### config.mk
export PLATFORM = sky130hd
export DESIGN_NAME = bus_arbiter
export DESIGN_NICKNAME = d
export VERILOG_FILES = /design/src/common/snowball_pkg.sv /design/src/common/snowball_bus_pkg.sv /design/src/bus_arbiter.sv
export SDC_FILE = /design/constraint.sdc
export NUM_CORES = 1
export LEC_CHECK = 0
export ABC_AREA = 1
export BUFFER_PORTS_ARGS = -buffer_cell sky130_fd_sc_hd__clkbuf_2
export CELL_PAD_IN_SITES_DETAIL_PLACEMENT = 0
export CELL_PAD_IN_SITES_GLOBAL_PLACEMENT = 2
export CORE_ASPECT_RATIO = 1.4
export CORE_MARGIN = 2
export CORE_UTILIZATION = 19
export DETAILED_ROUTE_END_ITERATION = 10
export PLACE_DENSITY = 0.77
export SYNTH_ARGS = -nofsm -noshare
export SYNTH_HDL_FRONTEND = slang
export SYNTH_SLANG_ARGS = --single-unit
### constraint.sdc
create_clock -name CPU_CLK -period 2.7 [get_ports CPU_CLK]
set_clock_uncertainty 0.15 [all_clocks]
set_input_delay 0.675 -clock CPU_CLK [delete_from_list [all_inputs] [get_ports CPU_CLK]]
set_output_delay 0.675 -clock CPU_CLK [all_outputs]
set_load 0.005 [all_outputs]
### src/common/snowball_pkg.sv
package snowball_pkg;

  typedef logic [31:0] addr_t;  // word address, one unit per 32-bit word

  // ----------------------------
  // cache geometry
  // ----------------------------
  localparam int line_words = 2;  // words per line
  localparam int tag_w      = 24; // addr 31:8 at the default index width

  // ----------------------------
  // tlb geometry and entry layout
  // ----------------------------
  localparam int tlb_idx_w = 8;   // entry index taken from addr 15:8

  // ptag in the upper half of the loaded word, vtag in the lower half
  typedef struct packed {
    logic [15:0] ptag;
    logic [15:0] vtag;
  } tlb_entry_t;

  // one 32-bit word of the cpu write path
  // the tlb takes it as an entry, the bus moves it as plain data
  typedef union packed {
    logic [31:0] data;
    tlb_entry_t  entry;
  } bus_word_u;

endpackage
### src/common/snowball_bus_pkg.sv
package snowball_bus_pkg;

  typedef logic [1:0] region_t;  // top two address bits

  localparam region_t region_dma = 2'b11;

  // shadow copy of the tlb lives in ordinary memory
  localparam logic [15:0] tlb_shadow_base = 16'h3f00;

  function automatic region_t region_of(snowball_pkg::addr_t addr);
    return addr[31:30];
  endfunction

  function automatic logic is_dma(snowball_pkg::addr_t addr);
    return region_of(addr) == region_dma;
  endfunction

  // base, then entry index, then a zero word offset
  function automatic snowball_pkg::addr_t shadow_addr(
    logic [snowball_pkg::tlb_idx_w-1:0] idx
  );
    return {tlb_shadow_base, idx, {(16 - snowball_pkg::tlb_idx_w){1'b0}}};
  endfunction

endpackage

### src/bus_arbiter.sv
`timescale 1ns/1ps

module bus_arbiter (
  input  logic                    CPU_CLK,
  input  logic                    RST_CPU,
  input  logic                    cache_bus_req,
  input  logic                    cache_bus_we,
  input  snowball_pkg::addr_t     cache_bus_addr,
  input  logic [31:0]             cache_bus_wdata,
  input  logic                    tlb_bus_req,
  input  snowball_pkg::addr_t     tlb_bus_addr,
  input  snowball_pkg::bus_word_u tlb_bus_wdata,
  input  logic                    mem_ack,
  input  logic [31:0]             mem_datafrommem,
  input  logic                    dma_read_ack,
  input  logic                    dma_wrte_ack,
  input  logic [31:0]             dma_data_read,
  output logic                    cache_bus_done,
  output logic                    tlb_bus_done,
  output logic [31:0]             bus_rdata,
  output snowball_pkg::addr_t     mem_addr,
  output logic                    mem_we,
  output logic                    mem_do_act,
  output logic [31:0]             mem_dataintomem,
  output logic                    dma_read,
  output logic                    dma_wrte
);
  import snowball_pkg::*;
  import snowball_bus_pkg::*;

  logic        busy_q, gnt_tlb, ack;
  addr_t       req_addr;
  logic        req_we, req_dma;
  logic [31:0] req_wdata;

  assign ack = (mem_do_act && mem_ack) || (dma_read && dma_read_ack) ||
               (dma_wrte && dma_wrte_ack);
  assign cache_bus_done = ack && !gnt_tlb;
  assign tlb_bus_done   = ack && gnt_tlb;
  assign bus_rdata      = dma_read ? dma_data_read : mem_datafrommem;

  // tlb mirror wins a tie
  always_comb
  begin
    if (tlb_bus_req)
    begin
      req_addr  = tlb_bus_addr;
      req_we    = 1'b1;                // mirrors only ever write
      req_wdata = tlb_bus_wdata.data;
    end
    else
    begin
      req_addr  = cache_bus_addr;
      req_we    = cache_bus_we;
      req_wdata = cache_bus_wdata;
    end
  end

  assign req_dma = is_dma(req_addr);

  // ----------------------------
  // grant and port strobes
  // ----------------------------
  always_ff @(posedge CPU_CLK)
  begin
    if (RST_CPU)
    begin
      busy_q     <= 1'b0;
      gnt_tlb    <= 1'b0;
      mem_do_act <= 1'b0;
      mem_we     <= 1'b0;
      dma_read   <= 1'b0;
      dma_wrte   <= 1'b0;
    end
    else if (!busy_q)
    begin
      if (tlb_bus_req || cache_bus_req)
      begin
        busy_q     <= 1'b1;
        gnt_tlb    <= tlb_bus_req;
        mem_do_act <= !req_dma;
        mem_we     <= !req_dma && req_we;
        dma_read   <= req_dma && !req_we;
        dma_wrte   <= req_dma && req_we;
      end
    end
    else if (ack)
    begin
      busy_q     <= 1'b0;              // back to idle, master sees done
      mem_do_act <= 1'b0;
      mem_we     <= 1'b0;
      dma_read   <= 1'b0;
      dma_wrte   <= 1'b0;
    end
  end

  always_ff @(posedge CPU_CLK)
  begin
    if (!busy_q)
    begin
      mem_addr        <= req_addr;
      mem_dataintomem <= req_wdata;    // dma writes use it too
    end
  end

endmodule

# Yosys cells after proc, flatten, opt, wreduce, memory -nomap -nowiden
# Cells that the tools add are included.
totals:
  output_inout_bits: 102
  wordCells: 44
  ff_bits: 70
  inputBits: 200
classes:
  n_eq_ne: 2
  n_bitwise: 1
  mux: 16
  n_reduce_logical: 17
op_table:
  columns: ["op", "n"]
  rows:
  - ["2-to-1 mux 32 bit", 3]
  - ["2-to-1 mux 1 bit", 13]
  - ["logical AND 1 bit", 8]
  - ["AND reduction 2 bit", 2]
  - ["zero test 1 bit", 3]
  - ["logical OR 1 bit", 3]
  - ["equality test 2 bit (second input constant)", 1]
  - ["inequality test 2 x 1 -> 1 bit (second input constant)", 1]
  - ["nonzero test 2 bit", 1]
  - ["inverter 1 bit", 1]

# Longest topological paths before layout
logic_depth:
  word_depth: 6
  ltp_mapped: 8
  mapped_depth_nobuf: 8

# Least setup slack after synthesis
# OpenSTA, ideal clock, no wires.
synth_timing:
  path_type: "reg-to-reg"
  startpoint: "register busy_q"
  endpoint: "register mem_addr[0] (enable)"
  synth_period_minus_slack_ns: 2.177
  n_path_buf: 0
  stages_incl_launch_ff: 2
  arrival_ns: 1.608
  path_slack_ns: 0.523
  path_cell_list: "dfxtp_1 > inv_1"
synth_lines:
  columns: ["element", "line_no", "source"]
  rows:
  - ["start, declared", "bus_arbiter.sv:31", "logic busy_q, gnt_tlb, ack;"]
  - ["start signal, assigned", "bus_arbiter.sv:68", "busy_q <= 1'b0;"]
  - ["start signal, assigned", "bus_arbiter.sv:79", "busy_q <= 1'b1;"]
  - ["start signal, assigned", "bus_arbiter.sv:89", "busy_q <= 1'b0;"]
  - ["end signal, assigned", "bus_arbiter.sv:101", "mem_addr <= req_addr;"]
  - ["end, declared", "bus_arbiter.sv:21", "output snowball_pkg::addr_t mem_addr,"]
# No word-level cell between the ends.

# Worst setup path after layout
layout_timing:
  startpoint: "register dma_read"
  endpoint: "output port bus_rdata[21]"
layout_via:
  elab_chain_len: 1
layout_lines:
  columns: ["element", "line_no", "source"]
  rows:
  - ["start, declared", "bus_arbiter.sv:25", "output logic dma_read,"]
  - ["start signal, assigned", "bus_arbiter.sv:83", "dma_read <= req_dma && !req_we;"]
  - ["2-to-1 mux 32 bit", "bus_arbiter.sv:40", "assign bus_rdata = dma_read ? dma_data_read : mem_datafrommem;"]
  - ["end, declared", "bus_arbiter.sv:20", "output logic [31:0] bus_rdata,"]
# No other way between the ends.

==> metrics.log <==
[metrics] run status: finished, final reports clean
[metrics] endpoints failing setup: 0
[metrics] cell family with most CP delay: buffers and inverters
[metrics] Largest stage delay, worst path: 0.43 ns
[metrics] area of the die: 18900 sq um
[metrics] placement row count: 57
[metrics] Worst Path Arrival: 1.56 ns
[metrics] Clock Sinks: 70
[metrics] total clock buffers created by CTS: 9
[metrics] start point of the worst hold path: gnt_tlb$_SDFFE_PP0P_
[metrics] fraction of layout instances using a drive strength above 1: 54.9%
[metrics] r2r endpoint: mem_we$_SDFFE_PP0P_
[metrics] flop2flop setup slack: 1.08 ns
[metrics] register bit count reported by yosys: 70
[metrics] wire length of the first global-routing pass: 19400 microns
[metrics] number of fill cells in the layout: 1894
[metrics] quantity of I/O buffers inserted on ports: 301
[metrics] classification of the worst-slack hold path: reg2reg
[metrics] final routed wire length divided by cell count: 15.7 microns
[metrics] post-detailed-route count of antenna-violating nets: 0
[metrics] library cell used as clock root buffer: sky130_fd_sc_hd__clkbuf_16
[metrics] Area growth, synth to finish: 62.0%
[metrics] Max FO, Critical Path: 35
[metrics] path depth of the worst reg2reg path: 8
[metrics] power density over the cells: 582 nW/um^2
[metrics] clock tree from TritonCTS: yes
[metrics] share of synthesized area occupied by flip-flops and latches: 60.3%
[metrics] DRC viols: 0
[metrics] number of I/O pins: 302
[metrics] routability congestion estimate from global placement: 0.763
[metrics] post-synthesis average cell area: 9.62 sq um
[metrics] worst-skew pair later-pin latency: 0.32 ns
[metrics] highest ir drop seen on vdd: 0.367 mV
[metrics] unique cell type count in the Yosys netlist: 17
[metrics] first-pass detailed-route iteration total: 4
[metrics] critical path startpoint category: flop
[metrics] Yosys warning count: 0
[metrics] Synth Cell Area: 3390 sq um
[metrics] die width: 117 microns
[metrics] Initial DRC Count: 77
[metrics] Net Count, Synth: 552
[metrics] CTS hold repair buffers: 0
[metrics] setup repair after global routing missed its margin: false
[metrics] post-CTS clock slew at the launch and capture registers of the worst setup and hold paths: 0.06 ns
[metrics] Crit path buffers/inverters: 2
[metrics] final hold vios: 0
[metrics] Leak: 2.93 nW
[metrics] cell depth of the worst min-delay path: 2
[metrics] Worst path slowest cell: sky130_fd_sc_hd__mux2_2
[metrics] Floorplan Core Area: 17400 sq um
[metrics] Placement Cell Area: 5160 sq um
[metrics] launch instance of the worst register-to-register path: dma_read$_SDFFE_PP0P_
[metrics] Setup TNS Final: 0 ns
[metrics] Worst slew margin: 72.0%
[metrics] largest cells by area after synthesis: sky130_fd_sc_hd__edfxtp_1, sky130_fd_sc_hd__nand2_1, sky130_fd_sc_hd__mux2_2, sky130_fd_sc_hd__dfxtp_1, sky130_fd_sc_hd__buf_2
[metrics] worst setup path category: reg2out
[metrics] detailed placer's ending HPWL: 11800 microns
[metrics] number of maximum-capacitance constraint violations: 0
[metrics] terminating pin of the worst hold path: gnt_tlb$_SDFFE_PP0P_
[metrics] maximum clock path buffer count: 2
[metrics] cell breakdown of the critical path: buf_4 -> mux2_2 -> clkbuf_2
[metrics] maximum number of pins on one net before global-route repair: 59
[metrics] total power draw: 3.20 mW
[metrics] height of the die: 162 microns
[metrics] setup bufs post-CTS: 0
[metrics] global-route usage over all layers: 14.3%
[metrics] actual slew at the worst max-slew pin: 0.420 ns
[metrics] H-tree level count: 3
[metrics] routed via count divided by cell count: 3.99
[metrics] vias in the first global route: 3678
[metrics] nature of the critical path endpoint: output port
[metrics] initial antenna violation count: 3
[metrics] maximum clock frequency: 0.419 GHz
[metrics] cell accounting for the most synthesized area: sky130_fd_sc_hd__edfxtp_1
[metrics] count of cells resized by post-cts repair: 0
[metrics] Vias: 3577
[metrics] required arrival time at the worst endpoint: 1.88 ns
[metrics] final worst-path cycle share: 88.4%
[metrics] starting density of the core: 19.5%
[metrics] area share of the largest cell type after synthesis: 56.7%
[metrics] final slew viol count: 0
[metrics] summed area of non-filler cells in the final layout: 5490 sq um
[metrics] final global-route overflow total: 0
[metrics] post-synthesis instance total: 352
[metrics] wirelength, routed: 14100 microns
[metrics] final period demand of the worst path: 2.39 ns
[metrics] worst hold slack across all endpoints: 0.339 ns
[metrics] Net count, final: 853
## cell families (layout without fill, tap and decap cells)
logic type      count (synthesis)  after routing  synth area share (%)
simple gates                  220            220                  24.9
other cells                     0              3                     0
buf+inv                        25            331                  3.47
mux                            32             32                  10.6
flops                          70             70                  60.3
compound gates                  5              5                 0.739
## layout make-up
| class | instances | area [sq um] | area share [%] |
|---|---|---|---|
| clock inverter | 7 | 96.3 | 1.76 |
| multi-input combinational | 257 | 1230 | 22.4 |
| sequential | 70 | 2040 | 37.2 |
| inverter | 8 | 30.0 | 0.547 |
| clock buffer | 9 | 225 | 4.10 |
| tap | 236 | 295 | 5.38 |
| antenna | 3 | 7.51 | 0.137 |
| timing repair buffer | 307 | 1560 | 28.5 |
## cells in the final DEF (no fill, tap or decap), types with 2 or more instances in the layout
cell | synthesis | final
sky130_fd_sc_hd__nand3_1 | 3 | 3
sky130_fd_sc_hd__nand4_1 | 2 | 2
sky130_fd_sc_hd__inv_1 | 6 | 5
sky130_fd_sc_hd__clkbuf_16 | 0 | 9
sky130_fd_sc_hd__bufinv_16 | 0 | 2
sky130_fd_sc_hd__diode_2 | 0 | 3
sky130_fd_sc_hd__nand2_1 | 203 | 203
sky130_fd_sc_hd__dfxtp_1 | 6 | 6
sky130_fd_sc_hd__inv_2 | 2 | 3
sky130_fd_sc_hd__a21oi_1 | 4 | 4
sky130_fd_sc_hd__edfxtp_1 | 64 | 64
sky130_fd_sc_hd__mux2_2 | 32 | 32
sky130_fd_sc_hd__nand2_2 | 2 | 2
sky130_fd_sc_hd__buf_4 | 1 | 5
sky130_fd_sc_hd__inv_6 | 0 | 2
sky130_fd_sc_hd__nor2_1 | 9 | 9
sky130_fd_sc_hd__clkbuf_2 | 0 | 301
sky130_fd_sc_hd__clkinv_2 | 0 | 2
## power breakdown
part           total [mW]  internal [mW]  leakage (nW)  switching (mW)
registers            1.37           1.33         0.706          0.0390
logic               0.544          0.262          2.06           0.282
clock network        1.29          0.814         0.160           0.472
## worst min-delay path: stages (launching register included)
cell and delay (ns):
sky130_fd_sc_hd__dfxtp_1 0.32, sky130_fd_sc_hd__nand2_1 0.07, sky130_fd_sc_hd__a21oi_1 0.05
## stage by stage
step	worst slack, ns	util, %	cells
2_1_floorplan	0.523	-	352
3_5_place_dp	0.559	29.6	878
4_1_cts	0.272	31.5	894
6_report	0.313	31.5	897
3_3_place_gp	0.549	29.6	878
5_1_grt	0.140	31.5	897
## metal layers
layer / up-vias / global-route usage, % / part of all wire [%] / wire length, microns
met5: - / 0 / 0 / 0
met4: 0 / 6.47 / 3.5 / 498
met3: 20 / 4.40 / 8.8 / 1240
met2: 209 / 28.7 / 56 / 7900
met1: 1594 / 12.2 / 32 / 4460
li1: 1754 / - / - / -
## synth_stat cells
master / instances
sky130_fd_sc_hd__nand2_1: 203
sky130_fd_sc_hd__dfxtp_1: 6
sky130_fd_sc_hd__buf_6: 1
sky130_fd_sc_hd__buf_2: 10
sky130_fd_sc_hd__clkbuf_1: 5
sky130_fd_sc_hd__nand3_1: 3
sky130_fd_sc_hd__inv_2: 2
sky130_fd_sc_hd__o21ai_1: 1
sky130_fd_sc_hd__nand2_2: 2
sky130_fd_sc_hd__a21oi_1: 4
sky130_fd_sc_hd__mux2_2: 32
sky130_fd_sc_hd__buf_4: 1
sky130_fd_sc_hd__nor2_1: 9
sky130_fd_sc_hd__edfxtp_1: 64
sky130_fd_sc_hd__nand4_1: 2
sky130_fd_sc_hd__inv_1: 6
sky130_fd_sc_hd__nor2_2: 1
## sequential cells by signal, indices dropped and copies added (netlist names)
register         count
mem_dataintomem     32
gnt_tlb              1
mem_do_act           1
mem_we               1
dma_wrte             1
busy_q               1
mem_addr            32
dma_read             1
## worst max-delay path by stage
stage,from,to,slack [ns],depth (start not counted)
4_1_cts,dma_read$_SDFFE_PP0P_,tlb_bus_done,0.27,6
2_1_floorplan,busy_q$_SDFF_PP0_,mem_addr[0]$_DFFE_PN_,0.52,1
3_5_place_dp,tlb_bus_req,mem_we$_SDFFE_PP0P_,0.56,10
3_3_place_gp,tlb_bus_req,mem_we$_SDFFE_PP0P_,0.55,10
5_1_grt,dma_read$_SDFFE_PP0P_,tlb_bus_done,0.14,6
6_report,dma_read$_SDFFE_PP0P_,bus_rdata[21],0.31,3
(Power assumes the default switching activity.)
